### src/logic/bubblePkg.sv
package bubblePkg;

    // access phase seen by the loader and the bubble interface
    typedef enum logic [1:0] {
        accIdle   = 2'd0,
        accLoad   = 2'd1,
        accOutput = 2'd2
    } accType_t;

    // MCLK cycles per output clock, 48 MHz down to 4 MHz
    localparam int clkDiv = 12;

    // plain SPI read, no dummy byte
    localparam logic [7:0] flashReadCmd = 8'h03;

    localparam int imageBits = 3;
    localparam int posBits = 8;

endpackage

### src/logic/bufWriteIf.sv
`timescale 1ns/10ps

interface bufWriteIf #(
    parameter int pageBytes = 4
);

    // page load request, held until accepted
    logic loadValid;
    logic loadReady;

    // byte writes into the page buffer
    logic wrEn;
    logic [$clog2(pageBytes)-1:0] wrAddr;
    logic [7:0] wrData;
    logic pageDone;

    modport requester (output loadValid, input loadReady, input pageDone);
    modport loader (input loadValid, output loadReady, output wrEn, output wrAddr,
                    output wrData, output pageDone);
    modport buffer (input wrEn, input wrAddr, input wrData);

endinterface

### src/logic/timingIf.sv
`timescale 1ns/10ps

interface timingIf #(
    parameter int pageBytes = 4
);

    bubblePkg::accType_t phase;
    logic [bubblePkg::posBits-1:0] absPos;
    // one MCLK pulse per CLKOUT period, on the rising edge
    logic bitTick;
    // bit pair within the page
    logic [$clog2(pageBytes * 4)-1:0] outIndex;

    modport gen (output phase, output absPos, output bitTick, output outIndex);
    modport user (input phase, input absPos, input bitTick, input outIndex);

endinterface

### src/logic/bubbleEmuTop.sv
`timescale 1ns/10ps

module bubbleEmuTop #(
    parameter int pageBytes = 4,
    parameter int imageBytes = 16
) (
    // 48 MHz system clock
    input  logic MCLK,
    input  logic rst,

    // host configuration writes
    input  logic cfgWr,
    input  logic cfgAddr,
    input  logic [7:0] cfgData,

    // bubble control
    input  logic nBSEN,
    input  logic nREPEN,
    input  logic nBOOTEN,

    // 4 MHz clock and data to the host
    output logic CLKOUT,
    output logic DOUT0,
    output logic DOUT1,
    output logic dataGate,

    // SPI NOR flash
    output logic nROMCS,
    output logic ROMMOSI,
    input  logic ROMMISO,
    output logic ROMCLK
);

    logic [bubblePkg::imageBits-1:0] imageNum;
    logic [bubblePkg::posBits-1:0] pageCount;
    logic bootSel;

    timingIf #(.pageBytes(pageBytes)) timBus ();
    bufWriteIf #(.pageBytes(pageBytes)) bwBus ();

    cfgRegs cfgRegs0 (
        .MCLK      (MCLK),
        .rst       (rst),
        .cfgWr     (cfgWr),
        .cfgAddr   (cfgAddr),
        .cfgData   (cfgData),
        .imageNum  (imageNum),
        .pageCount (pageCount)
    );

    timingGenerator #(.pageBytes(pageBytes)) timingGenerator0 (
        .MCLK      (MCLK),
        .rst       (rst),
        .nBSEN     (nBSEN),
        .nREPEN    (nREPEN),
        .nBOOTEN   (nBOOTEN),
        .pageCount (pageCount),
        .CLKOUT    (CLKOUT),
        .bootSel   (bootSel),
        .tim       (timBus.gen),
        .req       (bwBus.requester)
    );

    spiLoader #(.pageBytes(pageBytes), .imageBytes(imageBytes)) spiLoader0 (
        .MCLK      (MCLK),
        .rst       (rst),
        .imageNum  (imageNum),
        .bootSel   (bootSel),
        .tim       (timBus.user),
        .bw        (bwBus.loader),
        .nCS       (nROMCS),
        .MOSI      (ROMMOSI),
        .CLK       (ROMCLK),
        .MISO      (ROMMISO)
    );

    bubbleInterface #(.pageBytes(pageBytes)) bubbleInterface0 (
        .MCLK      (MCLK),
        .rst       (rst),
        .tim       (timBus.user),
        .bw        (bwBus.buffer),
        .DOUT0     (DOUT0),
        .DOUT1     (DOUT1),
        .dataGate  (dataGate)
    );

endmodule

### src/logic/bubbleInterface.sv
`timescale 1ns/10ps

module bubbleInterface #(
    parameter int pageBytes = 4
) (
    input  logic MCLK,
    input  logic rst,
    timingIf.user tim,
    bufWriteIf.buffer bw,
    output logic DOUT0,
    output logic DOUT1,
    output logic dataGate
);

    localparam int idxBits = $clog2(pageBytes * 4);

    logic [7:0] pageBuf [pageBytes];
    logic [7:0] curByte;
    logic [7:0] aligned;

    always_ff @(posedge MCLK) begin
        if (bw.wrEn) begin
            pageBuf[bw.wrAddr] <= bw.wrData;
        end
    end

    // four pairs per byte, MSB first
    assign curByte = pageBuf[tim.outIndex[idxBits-1:2]];
    assign aligned = curByte << {tim.outIndex[1:0], 1'b0};

    always_ff @(posedge MCLK) begin
        if (rst) begin
            DOUT0 <= 1'b0;
            DOUT1 <= 1'b0;
            dataGate <= 1'b0;
        end else if (tim.bitTick) begin
            if (tim.phase == bubblePkg::accOutput) begin
                DOUT0 <= aligned[7];
                DOUT1 <= aligned[6];
                dataGate <= 1'b1;
            end else begin
                // last pair held one full period, then released
                DOUT0 <= 1'b0;
                DOUT1 <= 1'b0;
                dataGate <= 1'b0;
            end
        end
    end

    // loader must be done before the page goes out
    noWriteOut: assert property (@(posedge MCLK) disable iff (rst)
        bw.wrEn |-> tim.phase != bubblePkg::accOutput);

endmodule

### src/logic/cfgRegs.sv
`timescale 1ns/10ps

module cfgRegs (
    input  logic MCLK,
    input  logic rst,
    input  logic cfgWr,
    input  logic cfgAddr,
    input  logic [7:0] cfgData,
    output logic [bubblePkg::imageBits-1:0] imageNum,
    output logic [bubblePkg::posBits-1:0] pageCount
);

    // address 0 image number, address 1 page count
    always_ff @(posedge MCLK) begin
        if (rst) begin
            imageNum <= '0;
            pageCount <= bubblePkg::posBits'(4);
        end else if (cfgWr) begin
            if (cfgAddr) begin
                pageCount <= bubblePkg::posBits'(cfgData);
            end else begin
                imageNum <= cfgData[bubblePkg::imageBits-1:0];
            end
        end
    end

    // a zero page count would stall the position wrap
    pageCountNonZero: assert property (@(posedge MCLK) disable iff (rst)
        cfgWr && cfgAddr |=> pageCount != '0);

    // upper bits of an image write would be lost
    imageFits: assert property (@(posedge MCLK) disable iff (rst)
        cfgWr && !cfgAddr |=> 8'(imageNum) == $past(cfgData));

endmodule

### src/logic/spiLoader.sv
`timescale 1ns/10ps

module spiLoader #(
    parameter int pageBytes = 4,
    parameter int imageBytes = 16
) (
    input  logic MCLK,
    input  logic rst,
    input  logic [bubblePkg::imageBits-1:0] imageNum,
    input  logic bootSel,
    timingIf.user tim,
    bufWriteIf.loader bw,
    output logic nCS,
    output logic MOSI,
    output logic CLK,
    input  logic MISO
);

    localparam int byteBits = $clog2(pageBytes);

    typedef enum logic [1:0] {
        stIdle,
        stSend,
        stRead,
        stFinish
    } loadState_t;

    loadState_t state;
    logic [1:0] sub;
    logic [4:0] bitCnt;
    logic [byteBits-1:0] byteCnt;
    logic [31:0] txShift;
    logic [7:0] rxShift;
    logic [23:0] flashAddr;
    logic [bubblePkg::imageBits-1:0] image;

    // boot image is always image 0
    assign image = bootSel ? '0 : imageNum;
    assign flashAddr = 24'(image) * 24'(imageBytes) + 24'(tim.absPos) * 24'(pageBytes);

    assign bw.loadReady = (state == stIdle);
    assign MOSI = txShift[31];

    // four MCLK per SCK bit, mode 0
    always_ff @(posedge MCLK) begin
        if (rst) begin
            state <= stIdle;
            nCS <= 1'b1;
            CLK <= 1'b0;
            sub <= '0;
            bitCnt <= '0;
            byteCnt <= '0;
            txShift <= '0;
            bw.wrEn <= 1'b0;
            bw.pageDone <= 1'b0;
        end else begin
            bw.wrEn <= 1'b0;
            bw.pageDone <= 1'b0;
            case (state)
                stIdle: begin
                    if (bw.loadValid) begin
                        txShift <= {bubblePkg::flashReadCmd, flashAddr};
                        nCS <= 1'b0;
                        sub <= '0;
                        bitCnt <= '0;
                        byteCnt <= '0;
                        state <= stSend;
                    end
                end
                stSend, stRead: begin
                    sub <= sub + 1'b1;
                    // SCK high in the second half of the bit
                    CLK <= (sub == 2'd1) || (sub == 2'd2);
                    if (sub == 2'd3) begin
                        // counter wraps to 0 after the 32 command bits
                        bitCnt <= bitCnt + 1'b1;
                        if (state == stSend) begin
                            txShift <= txShift << 1;
                            if (bitCnt == 5'd31) begin
                                state <= stRead;
                            end
                        end else if (bitCnt[2:0] == 3'd7) begin
                            bw.wrEn <= 1'b1;
                            byteCnt <= byteCnt + 1'b1;
                            if (byteCnt == byteBits'(pageBytes - 1)) begin
                                state <= stFinish;
                            end
                        end
                    end
                end
                stFinish: begin
                    nCS <= 1'b1;
                    bw.pageDone <= 1'b1;
                    state <= stIdle;
                end
                default: state <= stIdle;
            endcase
        end
    end

    // sample just before the falling edge
    always_ff @(posedge MCLK) begin
        if (state == stRead && sub == 2'd3) begin
            rxShift <= {rxShift[6:0], MISO};
            bw.wrAddr <= byteCnt;
            bw.wrData <= {rxShift[6:0], MISO};
        end
    end

    // flash only selected while a page is in flight
    csIdle: assert property (@(posedge MCLK) disable iff (rst)
        tim.phase == bubblePkg::accIdle |-> nCS);

endmodule

### src/logic/timingGenerator.sv
`timescale 1ns/10ps

module timingGenerator #(
    parameter int pageBytes = 4
) (
    input  logic MCLK,
    input  logic rst,
    input  logic nBSEN,
    input  logic nREPEN,
    input  logic nBOOTEN,
    input  logic [bubblePkg::posBits-1:0] pageCount,
    output logic CLKOUT,
    output logic bootSel,
    timingIf.gen tim,
    bufWriteIf.requester req
);

    localparam int pairCount = pageBytes * 4;
    localparam int idxBits = $clog2(pairCount);
    localparam int halfDiv = bubblePkg::clkDiv / 2;

    logic [$clog2(bubblePkg::clkDiv)-1:0] divCnt;

    // CLKOUT low for the first half period, tick with the rise
    always_ff @(posedge MCLK) begin
        if (rst) begin
            divCnt <= '0;
            CLKOUT <= 1'b0;
            tim.bitTick <= 1'b0;
        end else begin
            divCnt <= (divCnt == bubblePkg::clkDiv - 1) ? '0 : divCnt + 1'b1;
            CLKOUT <= (divCnt >= halfDiv - 1) && (divCnt != bubblePkg::clkDiv - 1);
            tim.bitTick <= (divCnt == halfDiv - 1);
        end
    end

    always_ff @(posedge MCLK) begin
        if (rst) begin
            tim.phase <= bubblePkg::accIdle;
            tim.absPos <= '0;
            tim.outIndex <= '0;
            bootSel <= 1'b0;
            req.loadValid <= 1'b0;
        end else begin
            case (tim.phase)
                bubblePkg::accIdle: begin
                    // enable while idle always starts over at page 0
                    if (!nBSEN) begin
                        tim.absPos <= '0;
                        bootSel <= !nBOOTEN;
                        req.loadValid <= 1'b1;
                        tim.phase <= bubblePkg::accLoad;
                    end
                end
                bubblePkg::accLoad: begin
                    if (req.loadReady) begin
                        req.loadValid <= 1'b0;
                    end
                    if (req.pageDone) begin
                        tim.phase <= bubblePkg::accOutput;
                    end
                end
                bubblePkg::accOutput: begin
                    if (tim.bitTick) begin
                        // index wraps back to 0 after the last pair
                        tim.outIndex <= tim.outIndex + 1'b1;
                        if (tim.outIndex == idxBits'(pairCount - 1)) begin
                            if (nBSEN) begin
                                tim.phase <= bubblePkg::accIdle;
                            end else begin
                                if (nREPEN) begin
                                    tim.absPos <= (tim.absPos == pageCount - 1'b1) ?
                                                  '0 : tim.absPos + 1'b1;
                                end
                                req.loadValid <= 1'b1;
                                tim.phase <= bubblePkg::accLoad;
                            end
                        end
                    end
                end
                default: tim.phase <= bubblePkg::accIdle;
            endcase
        end
    end

    // loader may only finish a page it has accepted
    pageAfterAccept: assert property (@(posedge MCLK) disable iff (rst)
        req.pageDone |-> tim.phase == bubblePkg::accLoad && !req.loadValid);

endmodule

### config.mk
export PLATFORM = sky130hd
export DESIGN_NAME = bubbleEmuTop
export DESIGN_NICKNAME = d
export VERILOG_FILES = /design/src/logic/bubblePkg.sv /design/src/logic/bufWriteIf.sv /design/src/logic/timingIf.sv /design/src/logic/bubbleEmuTop.sv /design/src/logic/bubbleInterface.sv /design/src/logic/cfgRegs.sv /design/src/logic/spiLoader.sv /design/src/logic/timingGenerator.sv
export SDC_FILE = /design/constraint.sdc
export NUM_CORES = 1
export LEC_CHECK = 0
export ABC_AREA = 0
export BUFFER_PORTS_ARGS = -buffer_cell sky130_fd_sc_hd__buf_2
export CAP_MARGIN = 20
export CELL_PAD_IN_SITES_DETAIL_PLACEMENT = 1
export CELL_PAD_IN_SITES_GLOBAL_PLACEMENT = 1
export CORE_MARGIN = 1.5
export CORE_UTILIZATION = 35
export CTS_CLUSTER_DIAMETER = 60
export DETAILED_ROUTE_END_ITERATION = 8
export GPL_ROUTABILITY_DRIVEN = 0
export PLACE_DENSITY_LB_ADDON = 0.1
export SYNTH_ARGS = -nofsm -noshare
export SYNTH_HDL_FRONTEND = slang
export SYNTH_HIERARCHICAL = 1
export SYNTH_SLANG_ARGS = --single-unit
export TNS_END_PERCENT = 1
### constraint.sdc
create_clock -name MCLK -period 4.67 [get_ports MCLK]
set_input_delay 0.2335 -clock MCLK [delete_from_list [all_inputs] [get_ports MCLK]]
set_output_delay 0.2335 -clock MCLK [all_outputs]
set_load 0.005 [all_outputs]
==> flow_summary.json <==
{
  "status": "complete, no violations",
  "powerDensity_nw_per_um2": 473,
  "synthCells": 516,
  "critPathLaunch": "spiLoader0/state[1]",
  "finalCriticalPeriod_ns": 2.95,
  "r2r-start": "spiLoader0/state[1]",
  "grt_pass1_wl_um": 19800,
  "core_um2": 15800,
  "grt_max_degree": 53,
  "ant_nets": 0,
  "die_h_um": 129,
  "die_area_um2": 16800,
  "finalHoldViolations": 0,
  "synth_edf_count": 42,
  "worstMarginPinSlew_ns": 0.982,
  "post-route-util": 0.408,
  "via_count": 3827,
  "max_freq_ghz": 0.339,
  "clock_path_buffers": 2,
  "drtPass1Iterations": 4,
  "hold_depth": 3,
  "fin_nets": 572,
  "avgSynthCellArea_um2": 10.8,
  "drc": 0,
  "synth_nets": 551,
  "h-tree-depth": 4,
  "track_usage": 0.153,
  "peakVddDrop_uv": 277,
  "wire_per_inst_um": 15.3,
  "path_clk_slew_ns": 0.06,
  "num-fill-cells": 1777,
  "place_ws_ns": 1.66,
  "required_ns": 4.94,
  "ys_ff_latch": 123,
  "ff2ff_path_depth": 6,
  "seq_area_um2": 2880,
  "rr_endpoint": "spiLoader0/txShift[7]",
  "cts_sinks": 123,
  "row_count": 46,
  "regToRegSetupSlack_ns": 1.72,
  "synth_top_cell_by_area": "dfxtp_1",
  "synthArstFlopShare": 0,
  "insertion_delay_ns": 0.42,
  "dp_hpwl_um": 8010,
  "synth_top_area_share": 0.290,
  "cts_tree": "yes",
  "grt_pass1_vias": 3975,
  "min_period_over_period": 0.631,
  "p_leak_nw": 2.30,
  "diodes": 0,
  "endpoint": "spiLoader0/txShift[7]",
  "io_pins": 23,
  "arrival_ns": 3.22,
  "drtIter0Drc": 160,
  "io_buffers": 22,
  "drive_gt1_frac": 0.156,
  "start_kind": "flip-flop",
  "cts-resized-gates": 0,
  "wl_um": 11700,
  "multiInputGateArea_um2": 2500,
  "yosysSeqAreaShare": 0.515,
  "die_x_um": 129,
  "crit_type": "reg -> reg",
  "finalClockSkew_ns": 0.00850,
  "ys_types": 66,
  "critPathMaxFanout": 52,
  "setup_slack_ns": 1.72,
  "slew_headroom": 0.346,
  "synth_top_flop_cell": "dfxtp_1",
  "min_path_type": "in -> reg",
  "cp-end-kind": "flip-flop",
  "maxCapViolCount": 0,
  "synthesis.area_um2": 5600,
  "final_common_cell": "dfxtp_1",
  "finalSetupViolCount": 0,
  "viasPerCell": 5.00,
  "antenna_found_initial": 0,
  "grt-ovfl-total": 0,
  "postCtsSetupBuffers": 0,
  "rsz0062_at_grt": "false",
  "maxSlewViolCount": 0,
  "tns_ns": 0,
  "start_util": 0.355,
  "synth_area_leaders": "dfxtp_1, edfxtp_1, ha_1",
  "layout_common_cells": "dfxtp_1, nand2_1, a21oi_1",
  "cts_buffers": 17,
  "area_growth_syn_to_layout_pct": 14.9,
  "root_buffer": "clkbuf_16",
  "ys_warn_count": 6
}
-- stage by stage --
| stage | power, W | hold WS, ns | std cells | area (um^2) |
|---|---|---|---|---|
| after floorplan | 0.00175 | 0.303 | 516 | 5600 |
| after global placement | 0.00181 | 0.413 | 732 | 5840 |
| after detailed placement | 0.00183 | 0.416 | 732 | 5840 |
| after CTS | 0.00310 | 0.0491 | 766 | 6430 |
| after global routing | 0.00320 | 0.0717 | 766 | 6430 |
| final | 0.00304 | 0.0719 | 766 | 6430 |
-- critical path, cell delays in order (launching register included) --
cell and delay [ns]:
dfxtp_1 0.38, inv_1 0.08, ha_2 0.98, mux2i_4 0.24
a21oi_4 0.71, mux2i_1 0.29, o41ai_2 0.09
-- cell type report --
cell class | instances | share of cell area
Timing Repair Buffer | 26 | 0.0226
Sequential cell | 123 | 0.448
Multi-Input combinational cell | 351 | 0.388
Clock inverter | 15 | 0.0226
Inverter | 18 | 0.0105
Clock buffer | 17 | 0.0661
Tap cell | 216 | 0.0420
-- how the worst min path moves through the flow --
| stage | slack (ns) | start | endpoint |
|---|---|---|---|
| 2_1_floorplan | 0.30 | rst | bubbleInterface0/dataGate |
| 3_3_place_gp | 0.41 | ROMMISO | spiLoader0/rxShift[0] |
| 3_5_place_dp | 0.42 | ROMMISO | spiLoader0/rxShift[0] |
| 4_1_cts | 0.05 | cfgData[3] | cfgRegs0/pageCount[3] |
| 5_1_grt | 0.07 | cfgData[4] | cfgRegs0/pageCount[4] |
| 6_report | 0.07 | cfgData[3] | cfgRegs0/pageCount[3] |
-- report_power, final --
group | internal, W | total, W | switching, W
Clock | 0.000706 | 0.00125 | 0.000544
Combinational | 0.000188 | 0.000592 | 0.000404
Sequential | 0.00116 | 0.00120 | 0.0000457
Total | 0.00205 | 0.00304 | 0.000993
-- state kept, by name, summed over array words and instances (netlist names), 2 cells and up --
| name | cells |
|---|---|
| bubbleInterface0/pageBuf | 32 |
| spiLoader0/txShift | 30 |
| cfgRegs0/pageCount | 8 |
| spiLoader0/rxShift | 8 |
| timingGenerator0/tim.absPos | 8 |
| spiLoader0/bitCnt | 5 |
| timingGenerator0/divCnt | 4 |
| timingGenerator0/tim.outIndex | 4 |
| cfgRegs0/imageNum | 3 |
| spiLoader0/bw.wrAddr | 2 |
| spiLoader0/byteCnt | 2 |
| spiLoader0/state | 2 |
| spiLoader0/sub | 2 |
| timingGenerator0/tim.phase | 2 |
-- logic make-up (layout without fill, tap and decap cells) --
logic type,Yosys count,after routing,share of synthesized area
flip-flops,123,123,0.515
adder cells (fa/ha/maj),19,19,0.0438
AO/OA/AOI/OAI,94,94,0.123
buffers and inverters,42,76,0.0393
XOR/XNOR,22,22,0.0344
AND/OR/NAND/NOR,188,188,0.174
multiplexers,28,28,0.0704
-- what timing repair did --
item | in CTS | in global routing
endpoints found under the hold margin | 2 | 0
setup endpoints to repair | 0 | 0
hold buffers | 2 | 0
-- metal layers --
metal  vias to the layer above  GRT usage  wire, um
li1                       1912          -         -
met1                      1870      0.191      5590
met2                        33      0.255      5680
met3                        12     0.0421       299
met4                         0     0.0549       157
met5                         -          0         0
-- cell usage after synthesis, types with 3 or more instances --
cell type,n
a211o_1,3
a21bo_1,4
a21oi_1,43
a21oi_2,4
and2_1,3
and3_1,5
buf_2,5
buf_4,5
buf_6,5
clkbuf_1,7
dfxtp_1,81
edfxtp_1,42
ha_1,18
inv_1,16
mux2i_1,18
mux4_2,8
nand2_1,45
nand2b_1,12
nand3_1,31
nand3b_1,5
nand4_1,13
nor2_1,37
nor2b_1,9
nor3_1,11
nor3b_1,5
nor4bb_1,3
o21a_1,3
o21ai_0,6
xnor2_1,8
xor2_1,14
(Power assumes the default switching activity.)
